[config.mk]
export PLATFORM = sky130hd
export DESIGN_NAME = revo_timing_top
export DESIGN_NICKNAME = d
export VERILOG_FILES = /design/src/verilog/revo_pkg.sv /design/src/verilog/revo_detector.sv /design/src/verilog/revo_clock_encoder.sv /design/src/verilog/calibration_serializer.sv /design/src/verilog/revo_regs.sv /design/src/verilog/revo_timing_top.sv
export SDC_FILE = /design/constraint.sdc
export NUM_CORES = 1
export LEC_CHECK = 0
export ABC_CLOCK_PERIOD_IN_PS = 2700
export BUFFER_PORTS_ARGS = -buffer_cell sky130_fd_sc_hd__buf_2
export CAP_MARGIN = 5
export CORE_MARGIN = 2
export CORE_UTILIZATION = 30
export DETAILED_ROUTE_END_ITERATION = 10
export PLACE_DENSITY_LB_ADDON = 0.15
export SLEW_MARGIN = 30
export SYNTH_ARGS = -nofsm -noshare
export SYNTH_HDL_FRONTEND = slang
export SYNTH_SLANG_ARGS = --single-unit
[constraint.sdc]
create_clock -name clock509 -period 2.7 [get_ports clock509]
set_clock_uncertainty 0.2 [all_clocks]
set_input_delay 0.27 -clock clock509 [delete_from_list [all_inputs] [get_ports clock509]]
set_output_delay 0.27 -clock clock509 [all_outputs]
set_load 0.01 [all_outputs]
[src/verilog/revo_pkg.sv]
package revo_pkg;

	localparam int axil_addr_width = 5;
	localparam int axil_data_width = 32;
	localparam int cal_word_width = 8;
	localparam int revo_count_width = 16;

	typedef logic [axil_addr_width-1:0] axil_addr_t;
	typedef logic [axil_data_width-1:0] axil_data_t;
	typedef logic [cal_word_width-1:0] cal_word_t;
	// Wraps around on overflow
	typedef logic [revo_count_width-1:0] revo_count_t;

	// Quiet window and total depth of the revo sample history
	localparam int quiet_samples = 8;
	localparam int history_width = 16;

	// Register map
	localparam axil_addr_t addr_control = 5'h00;
	localparam axil_addr_t addr_cal_word0 = 5'h04;
	localparam axil_addr_t addr_cal_word1 = 5'h08;
	localparam axil_addr_t addr_revo_count = 5'h0C;
	localparam axil_addr_t addr_status = 5'h10;

	// Control register bits
	localparam int ctrl_encode_enable_bit = 0;
	localparam int ctrl_serial_enable_bit = 1;

	// Status register bits
	localparam int status_pending_bit = 0;

	localparam logic [1:0] resp_okay = 2'b00;

	typedef enum logic [1:0] {
		run,
		wait_boundary,
		suppress
	} encoder_state_t;

endpackage

[src/verilog/revo_detector.sv]
`timescale 1ns/1ps

module revo_detector (
	input logic clock509,
	input logic reset,
	input logic revo,
	output logic revo_accept
);

	// Newest sample enters at bit 0
	logic [revo_pkg::history_width-1:0] history;

	// Quiet window, the older samples
	logic [revo_pkg::quiet_samples-1:0] older_half;

	// Capture window, the newer samples
	logic [revo_pkg::history_width-revo_pkg::quiet_samples-1:0] newer_half;

	logic older_quiet;
	logic newer_first;

	assign older_quiet = (older_half == '0);

	// Only the newest sample set means the capture window just became nonzero
	assign newer_first = newer_half[0] &&
		(newer_half[revo_pkg::history_width-revo_pkg::quiet_samples-1:1] == '0);

	always_ff @(posedge clock509) begin
		if (reset) begin
			history <= '0;
			older_half <= '0;
			newer_half <= '0;
			revo_accept <= 1'b0;
		end else begin
			history <= {history[revo_pkg::history_width-2:0], revo};
			older_half <= history[revo_pkg::history_width-1:
				revo_pkg::history_width-revo_pkg::quiet_samples];
			newer_half <= history[revo_pkg::history_width-revo_pkg::quiet_samples-1:0];
			// Second compare stage, three edges after the sample
			revo_accept <= older_quiet && newer_first;
		end
	end

endmodule

[src/verilog/revo_clock_encoder.sv]
`timescale 1ns/1ps

module revo_clock_encoder (
	input logic clock509,
	input logic reset,
	input logic revo_accept,
	input logic encode_enable,
	output logic ref_clock,
	output logic encoded_clock,
	output logic revo_pending
);

	// Free-running divide by four, high for phases 2 and 3
	logic [1:0] phase;
	logic last_phase;

	revo_pkg::encoder_state_t state;

	assign last_phase = (phase == 2'd3);

	always_ff @(posedge clock509) begin
		if (reset) begin
			phase <= 2'd0;
			state <= revo_pkg::run;
		end else begin
			phase <= phase + 2'd1;
			case (state)
				revo_pkg::run: begin
					if (revo_accept && encode_enable) begin
						// Already at the boundary, so the next period is dropped
						if (last_phase) begin
							state <= revo_pkg::suppress;
						end else begin
							state <= revo_pkg::wait_boundary;
						end
					end
				end
				revo_pkg::wait_boundary: begin
					if (last_phase) begin
						state <= revo_pkg::suppress;
					end
				end
				revo_pkg::suppress: begin
					// One whole period held low
					if (last_phase) begin
						state <= revo_pkg::run;
					end
				end
				default: begin
					state <= revo_pkg::run;
				end
			endcase
		end
	end

	assign ref_clock = phase[1];

	// Receiver recovers the marker as ref_clock xor encoded_clock
	assign encoded_clock = phase[1] && (state != revo_pkg::suppress);

	// Further accepts merge while a revolution is pending
	assign revo_pending = (state != revo_pkg::run);

endmodule

[src/verilog/calibration_serializer.sv]
`timescale 1ns/1ps

module calibration_serializer (
	input logic clock509,
	input logic reset,
	input logic serial_enable,
	input logic lemo,
	input revo_pkg::cal_word_t cal_word0,
	input revo_pkg::cal_word_t cal_word1,
	output logic serial_data,
	output logic word_start
);

	// Word framing, load happens when the count is zero
	logic [2:0] bit_count;
	revo_pkg::cal_word_t shift_word;
	revo_pkg::cal_word_t next_word;

	// lemo high picks word 0
	assign next_word = lemo ? cal_word0 : cal_word1;

	always_ff @(posedge clock509) begin
		if (reset) begin
			bit_count <= 3'd0;
			shift_word <= '0;
			word_start <= 1'b0;
		end else if (!serial_enable) begin
			bit_count <= 3'd0;
			shift_word <= '0;
			word_start <= 1'b0;
		end else begin
			bit_count <= bit_count + 3'd1;
			if (bit_count == 3'd0) begin
				shift_word <= next_word;
				word_start <= 1'b1;
			end else begin
				shift_word <= {shift_word[revo_pkg::cal_word_width-2:0], 1'b0};
				word_start <= 1'b0;
			end
		end
	end

	// MSB first, bit 7 goes out with word_start
	assign serial_data = shift_word[revo_pkg::cal_word_width-1];

endmodule

[src/verilog/revo_regs.sv]
`timescale 1ns/1ps

module revo_regs (
	input logic clock509,
	input logic reset,

	input revo_pkg::axil_addr_t s_awaddr,
	input logic s_awvalid,
	output logic s_awready,
	input revo_pkg::axil_data_t s_wdata,
	input logic [3:0] s_wstrb,
	input logic s_wvalid,
	output logic s_wready,
	output logic [1:0] s_bresp,
	output logic s_bvalid,
	input logic s_bready,
	input revo_pkg::axil_addr_t s_araddr,
	input logic s_arvalid,
	output logic s_arready,
	output revo_pkg::axil_data_t s_rdata,
	output logic [1:0] s_rresp,
	output logic s_rvalid,
	input logic s_rready,

	input logic revo_accept,
	input logic revo_pending,

	output logic encode_enable,
	output logic serial_enable,
	output revo_pkg::cal_word_t cal_word0,
	output revo_pkg::cal_word_t cal_word1
);

	logic write_accept;
	logic read_accept;
	logic count_clear;

	revo_pkg::revo_count_t revo_count;
	revo_pkg::axil_data_t read_word;

	// Held responses block new acceptance on their channel
	assign write_accept = s_awvalid && s_wvalid && !s_bvalid;
	assign read_accept = s_arvalid && !s_rvalid;

	assign s_awready = write_accept;
	assign s_wready = write_accept;
	assign s_arready = read_accept;

	assign s_bresp = revo_pkg::resp_okay;
	assign s_rresp = revo_pkg::resp_okay;

	assign count_clear = write_accept && (s_awaddr == revo_pkg::addr_revo_count);

	always_ff @(posedge clock509) begin
		if (reset) begin
			encode_enable <= 1'b0;
			serial_enable <= 1'b0;
			cal_word0 <= '0;
			cal_word1 <= '0;
			s_bvalid <= 1'b0;
		end else begin
			if (write_accept) begin
				s_bvalid <= 1'b1;
			end else if (s_bready) begin
				s_bvalid <= 1'b0;
			end
			// All fields live in byte lane 0
			if (write_accept && s_wstrb[0]) begin
				case (s_awaddr)
					revo_pkg::addr_control: begin
						encode_enable <= s_wdata[revo_pkg::ctrl_encode_enable_bit];
						serial_enable <= s_wdata[revo_pkg::ctrl_serial_enable_bit];
					end
					revo_pkg::addr_cal_word0: cal_word0 <= s_wdata[revo_pkg::cal_word_width-1:0];
					revo_pkg::addr_cal_word1: cal_word1 <= s_wdata[revo_pkg::cal_word_width-1:0];
					default: begin
					end
				endcase
			end
		end
	end

	// Clear and increment together leave one
	always_ff @(posedge clock509) begin
		if (reset) begin
			revo_count <= '0;
		end else if (count_clear) begin
			revo_count <= revo_accept ? revo_pkg::revo_count_t'(1) : '0;
		end else if (revo_accept) begin
			revo_count <= revo_count + revo_pkg::revo_count_t'(1);
		end
	end

	always_comb begin
		read_word = '0;
		case (s_araddr)
			revo_pkg::addr_control: begin
				read_word[revo_pkg::ctrl_encode_enable_bit] = encode_enable;
				read_word[revo_pkg::ctrl_serial_enable_bit] = serial_enable;
			end
			revo_pkg::addr_cal_word0: read_word[revo_pkg::cal_word_width-1:0] = cal_word0;
			revo_pkg::addr_cal_word1: read_word[revo_pkg::cal_word_width-1:0] = cal_word1;
			revo_pkg::addr_revo_count: read_word[revo_pkg::revo_count_width-1:0] = revo_count;
			revo_pkg::addr_status: read_word[revo_pkg::status_pending_bit] = revo_pending;
			default: read_word = '0;
		endcase
	end

	always_ff @(posedge clock509) begin
		if (reset) begin
			s_rvalid <= 1'b0;
			s_rdata <= '0;
		end else begin
			if (read_accept) begin
				s_rvalid <= 1'b1;
				s_rdata <= read_word;
			end else if (s_rready) begin
				s_rvalid <= 1'b0;
			end
		end
	end

endmodule

[src/verilog/revo_timing_top.sv]
`timescale 1ns/1ps

module revo_timing_top (
	input logic clock509,
	input logic reset,
	input logic revo,
	input logic lemo,

	input revo_pkg::axil_addr_t s_awaddr,
	input logic s_awvalid,
	output logic s_awready,
	input revo_pkg::axil_data_t s_wdata,
	input logic [3:0] s_wstrb,
	input logic s_wvalid,
	output logic s_wready,
	output logic [1:0] s_bresp,
	output logic s_bvalid,
	input logic s_bready,
	input revo_pkg::axil_addr_t s_araddr,
	input logic s_arvalid,
	output logic s_arready,
	output revo_pkg::axil_data_t s_rdata,
	output logic [1:0] s_rresp,
	output logic s_rvalid,
	input logic s_rready,

	output logic ref_clock,
	output logic encoded_clock,
	output logic serial_data,
	output logic word_start
);

	logic revo_accept;
	logic revo_pending;
	logic encode_enable;
	logic serial_enable;
	revo_pkg::cal_word_t cal_word0;
	revo_pkg::cal_word_t cal_word1;

	// Register block steering the datapath
	revo_regs u_regs (
		.clock509(clock509),
		.reset(reset),
		.s_awaddr(s_awaddr),
		.s_awvalid(s_awvalid),
		.s_awready(s_awready),
		.s_wdata(s_wdata),
		.s_wstrb(s_wstrb),
		.s_wvalid(s_wvalid),
		.s_wready(s_wready),
		.s_bresp(s_bresp),
		.s_bvalid(s_bvalid),
		.s_bready(s_bready),
		.s_araddr(s_araddr),
		.s_arvalid(s_arvalid),
		.s_arready(s_arready),
		.s_rdata(s_rdata),
		.s_rresp(s_rresp),
		.s_rvalid(s_rvalid),
		.s_rready(s_rready),
		.revo_accept(revo_accept),
		.revo_pending(revo_pending),
		.encode_enable(encode_enable),
		.serial_enable(serial_enable),
		.cal_word0(cal_word0),
		.cal_word1(cal_word1)
	);

	revo_detector u_detector (
		.clock509(clock509),
		.reset(reset),
		.revo(revo),
		.revo_accept(revo_accept)
	);

	revo_clock_encoder u_encoder (
		.clock509(clock509),
		.reset(reset),
		.revo_accept(revo_accept),
		.encode_enable(encode_enable),
		.ref_clock(ref_clock),
		.encoded_clock(encoded_clock),
		.revo_pending(revo_pending)
	);

	calibration_serializer u_serializer (
		.clock509(clock509),
		.reset(reset),
		.serial_enable(serial_enable),
		.lemo(lemo),
		.cal_word0(cal_word0),
		.cal_word1(cal_word1),
		.serial_data(serial_data),
		.word_start(word_start)
	);

endmodule

==> metrics.cfg <==
[logic_synthesis]
synth_top_family_by_area = simple AND/OR/NAND/NOR gates
synth_area_um2 = 3691
ys_seq_area_share_pct = 46.64
synthCells = 368
synth-seq-cells = 86
synth.area.mux_share_pct = 11.76
synth_xor_area_share_pct = 0.9492
synthAdderAreaFrac_pct = 1.356
ys_warn_count = 0
synth_compound_area_share_pct = 12.98
avgSynthCellArea_um2 = 10.03
ys.flop_type = dfxtp_1
synth_edf_count = 0
synthArstFlopShare_pct = 0
ys_types = 46
synth-simple-area-share_pct = 18.51

[global_routing]
grt_pass1_wl_um = 13550
grt_max_degree = 34
grt_util_all_layers_pct = 13.51
grt_pass1_vias = 2653
grt_overflow = 0
grt_antenna_before_repair = 0

[setup_path]
cp.required_ns = 2.23
cp_max_fo = 14
crit_type = flop to primary output
cp_slowest_cell = nand3b_1
cp_top_family = simple AND/OR/NAND/NOR gates
critPathMaxStageDelay_ns = 0.51
reg2reg_depth = 3
rrSetupSlack_ns = 0.70
cp_cell_sequence = nand3b_1 -> clkinv_1 -> buf_2
endpoint = s_wready
cp_num_cells = 3
startpoint_type = flop
r2r-start = u_detector.revo_accept
endpoint_kind = primary output
critPathArrivalTime_ns = 1.62
critPathBufInv = 2
timing.rr.end = u_regs.revo_count[11]
cp-startpoint = u_regs.s_bvalid

[floorplan]
die_h_um = 114.9
die-area_um2 = 13210
initial_core_util_pct = 30.73
ios = 100
core.rowCount = 40
die_width_um = 114.9
core_um2 = 12010

[clock_tree]
cts_root_buf = clkbuf_16
clk_pin_slew_ns = 0.06
clk_latency_ns = 0.35
htree_levels = 3
cts_made_buffers = 9
cts.path.max_buffers = 2
cts_tree = built
cts_num_sinks = 86

[sta]
finalCritPeriodShare_pct = 77.27
rsz0062_at_grt = false
worst_pin_slew_ns = 0.6572
setup_tns_ns = 0
drv_slew = 0
setup_viol = 0
final.min_clock_period_ns = 2.086
relSlewSlack_pct = 56.05
finalHoldViolations = 0
fmax_mhz = 479.3

[flow_run]
cap_viol_max_count = 0

[min_path]
holdCritPathClass = primary input to flop
min_from = s_wdata[5]

[power_and_ir_drop]
power.leakage_uw = 0.001757
peakVddDrop_v = 0.0003448
power_uw = 2570
p_per_area_nw_per_um2 = 593.7

[layout]
fin_nets = 481
fillers = 1241
diodes = 0
syn_to_final_growth_pct = 17.29
drive_gt1_share_pct = 22.48

[placement]
dp_hpwl_um = 5999
portBuffers = 52
gp_congestion = 0.7452

[drt]
vias = 2757
wl_per_cell_um = 14.64
drt_wl_total_um = 8405
drt-pass1-iter-count = 4
drc_errors = 0
drt_iter0_drc = 114
ant_nets = 0
avgViaCountPerCell = 4.803

[status]
status = finished clean

-- worst register-to-register path: cells and delay by family, from the launching register on --
| kind | cells | cell delay [ns] |
|---|---|---|
| flip-flops | 1 | 0.50 |
| AND/OR/NAND/NOR | 2 | 1.08 |
| AO/OA/AOI/OAI | 1 | 0.15 |
-- cells in the mapped netlist, types with 8 or more instances --
cell | n | area [um2]
dfxtp_1 | 86 | 1722
mux2i_1 | 31 | 310.3
nand2_1 | 31 | 116.4
nor2_1 | 24 | 90.09
buf_4 | 22 | 165.2
nor2b_1 | 22 | 137.6
clkbuf_1 | 11 | 41.29
a21oi_1 | 10 | 50.05
nor4_1 | 10 | 62.56
a22o_1 | 9 | 78.83
nand4_1 | 8 | 50.05
o31ai_1 | 8 | 60.06
-- metal layers --
layer	GRT usage, %	wire length, um	up-vias
met4	6.988	221	0
li1	-	-	1383
met1	17.01	3885	1309
met2	21.33	3994	52
met5	0	0	-
met3	3.532	303	13
-- stage by stage --
stage / setup slack (ns) / hold slack (ns) / cell area (um2) / util [%] / instances
floorplan: 0.9311 / 0.1534 / 3762 / - / 387
global placement: 0.7225 / 0.2033 / 4001 / 33.31 / 552
detailed placement: 0.6607 / 0.2122 / 4001 / 33.31 / 552
CTS: 0.5691 / 0.0005259 / 4329 / 36.04 / 574
global route: 0.4366 / 0.03010 / 4329 / 36.04 / 574
finish: 0.6136 / 0.01152 / 4329 / 36.04 / 574
-- power by group --
part	leakage, uW	switching (uW)	internal, uW
Sequential	0.000694	6.43	1280
Combinational	0.000935	94.1	54.2
Clock	0.000128	518	620
Total	0.00176	618	1950
-- cell type report --
cell class	count	area [um2]	area share (%)
multi-input combinational	253	1757	40.58
sequential	86	1722	39.77
inverter	7	26.28	0.6069
timing repair buffer	65	372.9	8.613
clock inverter	6	38.79	0.8960
clock buffer	10	229.0	5.289
tap	147	183.9	4.249
-- sequential cells by signal, summed over array words and instances (netlist names), 3 cells and up --
signal / flops
u_serializer.shift_word: 8
u_serializer.bit_count: 3
u_detector.newer_half: 7
u_regs.cal_word0: 8
u_regs.cal_word1: 8
u_regs.s_rdata: 16
u_regs.revo_count: 16
u_detector.older_half: 8
-- logic make-up after synthesis --
group	Yosys count
adders and majority gates	4
and+or+nand+nor	125
DFF	86
buffers and inverters	48
xor gates and xnor gates	4
muxes	40
AOI/OAI and AO/OA	60
other	1
-- worst min path at each step --
stage	slack, ns	end	cells past startpoint
finish	0.01	u_regs.cal_word0[5]	3
global placement	0.20	u_detector.revo_accept	1
CTS	0.0005	u_regs.s_bvalid	3
global route	0.03	u_regs.cal_word0[5]	3
detailed placement	0.21	u_detector.revo_accept	1
floorplan	0.15	u_detector.newer_half[1]	1
-- cell usage in the layout, fill, tap and decap left out, types with 2 or more instances in the layout --
cell           instances
dfxtp_1               86
buf_2                 52
nand2_1               31
mux2i_1               31
nor2_1                24
nor2b_1               22
conb_1                20
a21oi_1               10
nor4_1                10
a22o_1                 9
clkbuf_16              9
nand4_1                8
o31ai_1                8
nand2b_1               7
mux2_2                 7
a211oi_1               7
buf_4                  7
a22oi_1                6
o2bb2ai_2              6
dlygate4sd3_1          6
o21ai_0                5
inv_1                  4
nand3_1                4
or3_1                  4
o311ai_1               4
ha_1                   4
or3b_1                 3
xor2_1                 3
nor3_1                 3
or4_1                  3
clkinv_2               3
inv_2                  2
mux4_2                 2
clkinvlp_4             2
-- timing repair --
item,CTS,global route
hold buffers,6,0
resized for setup,0,0
setup buffers,0,0
hold endpoints to repair,8,0
(Power assumes the default switching activity.)
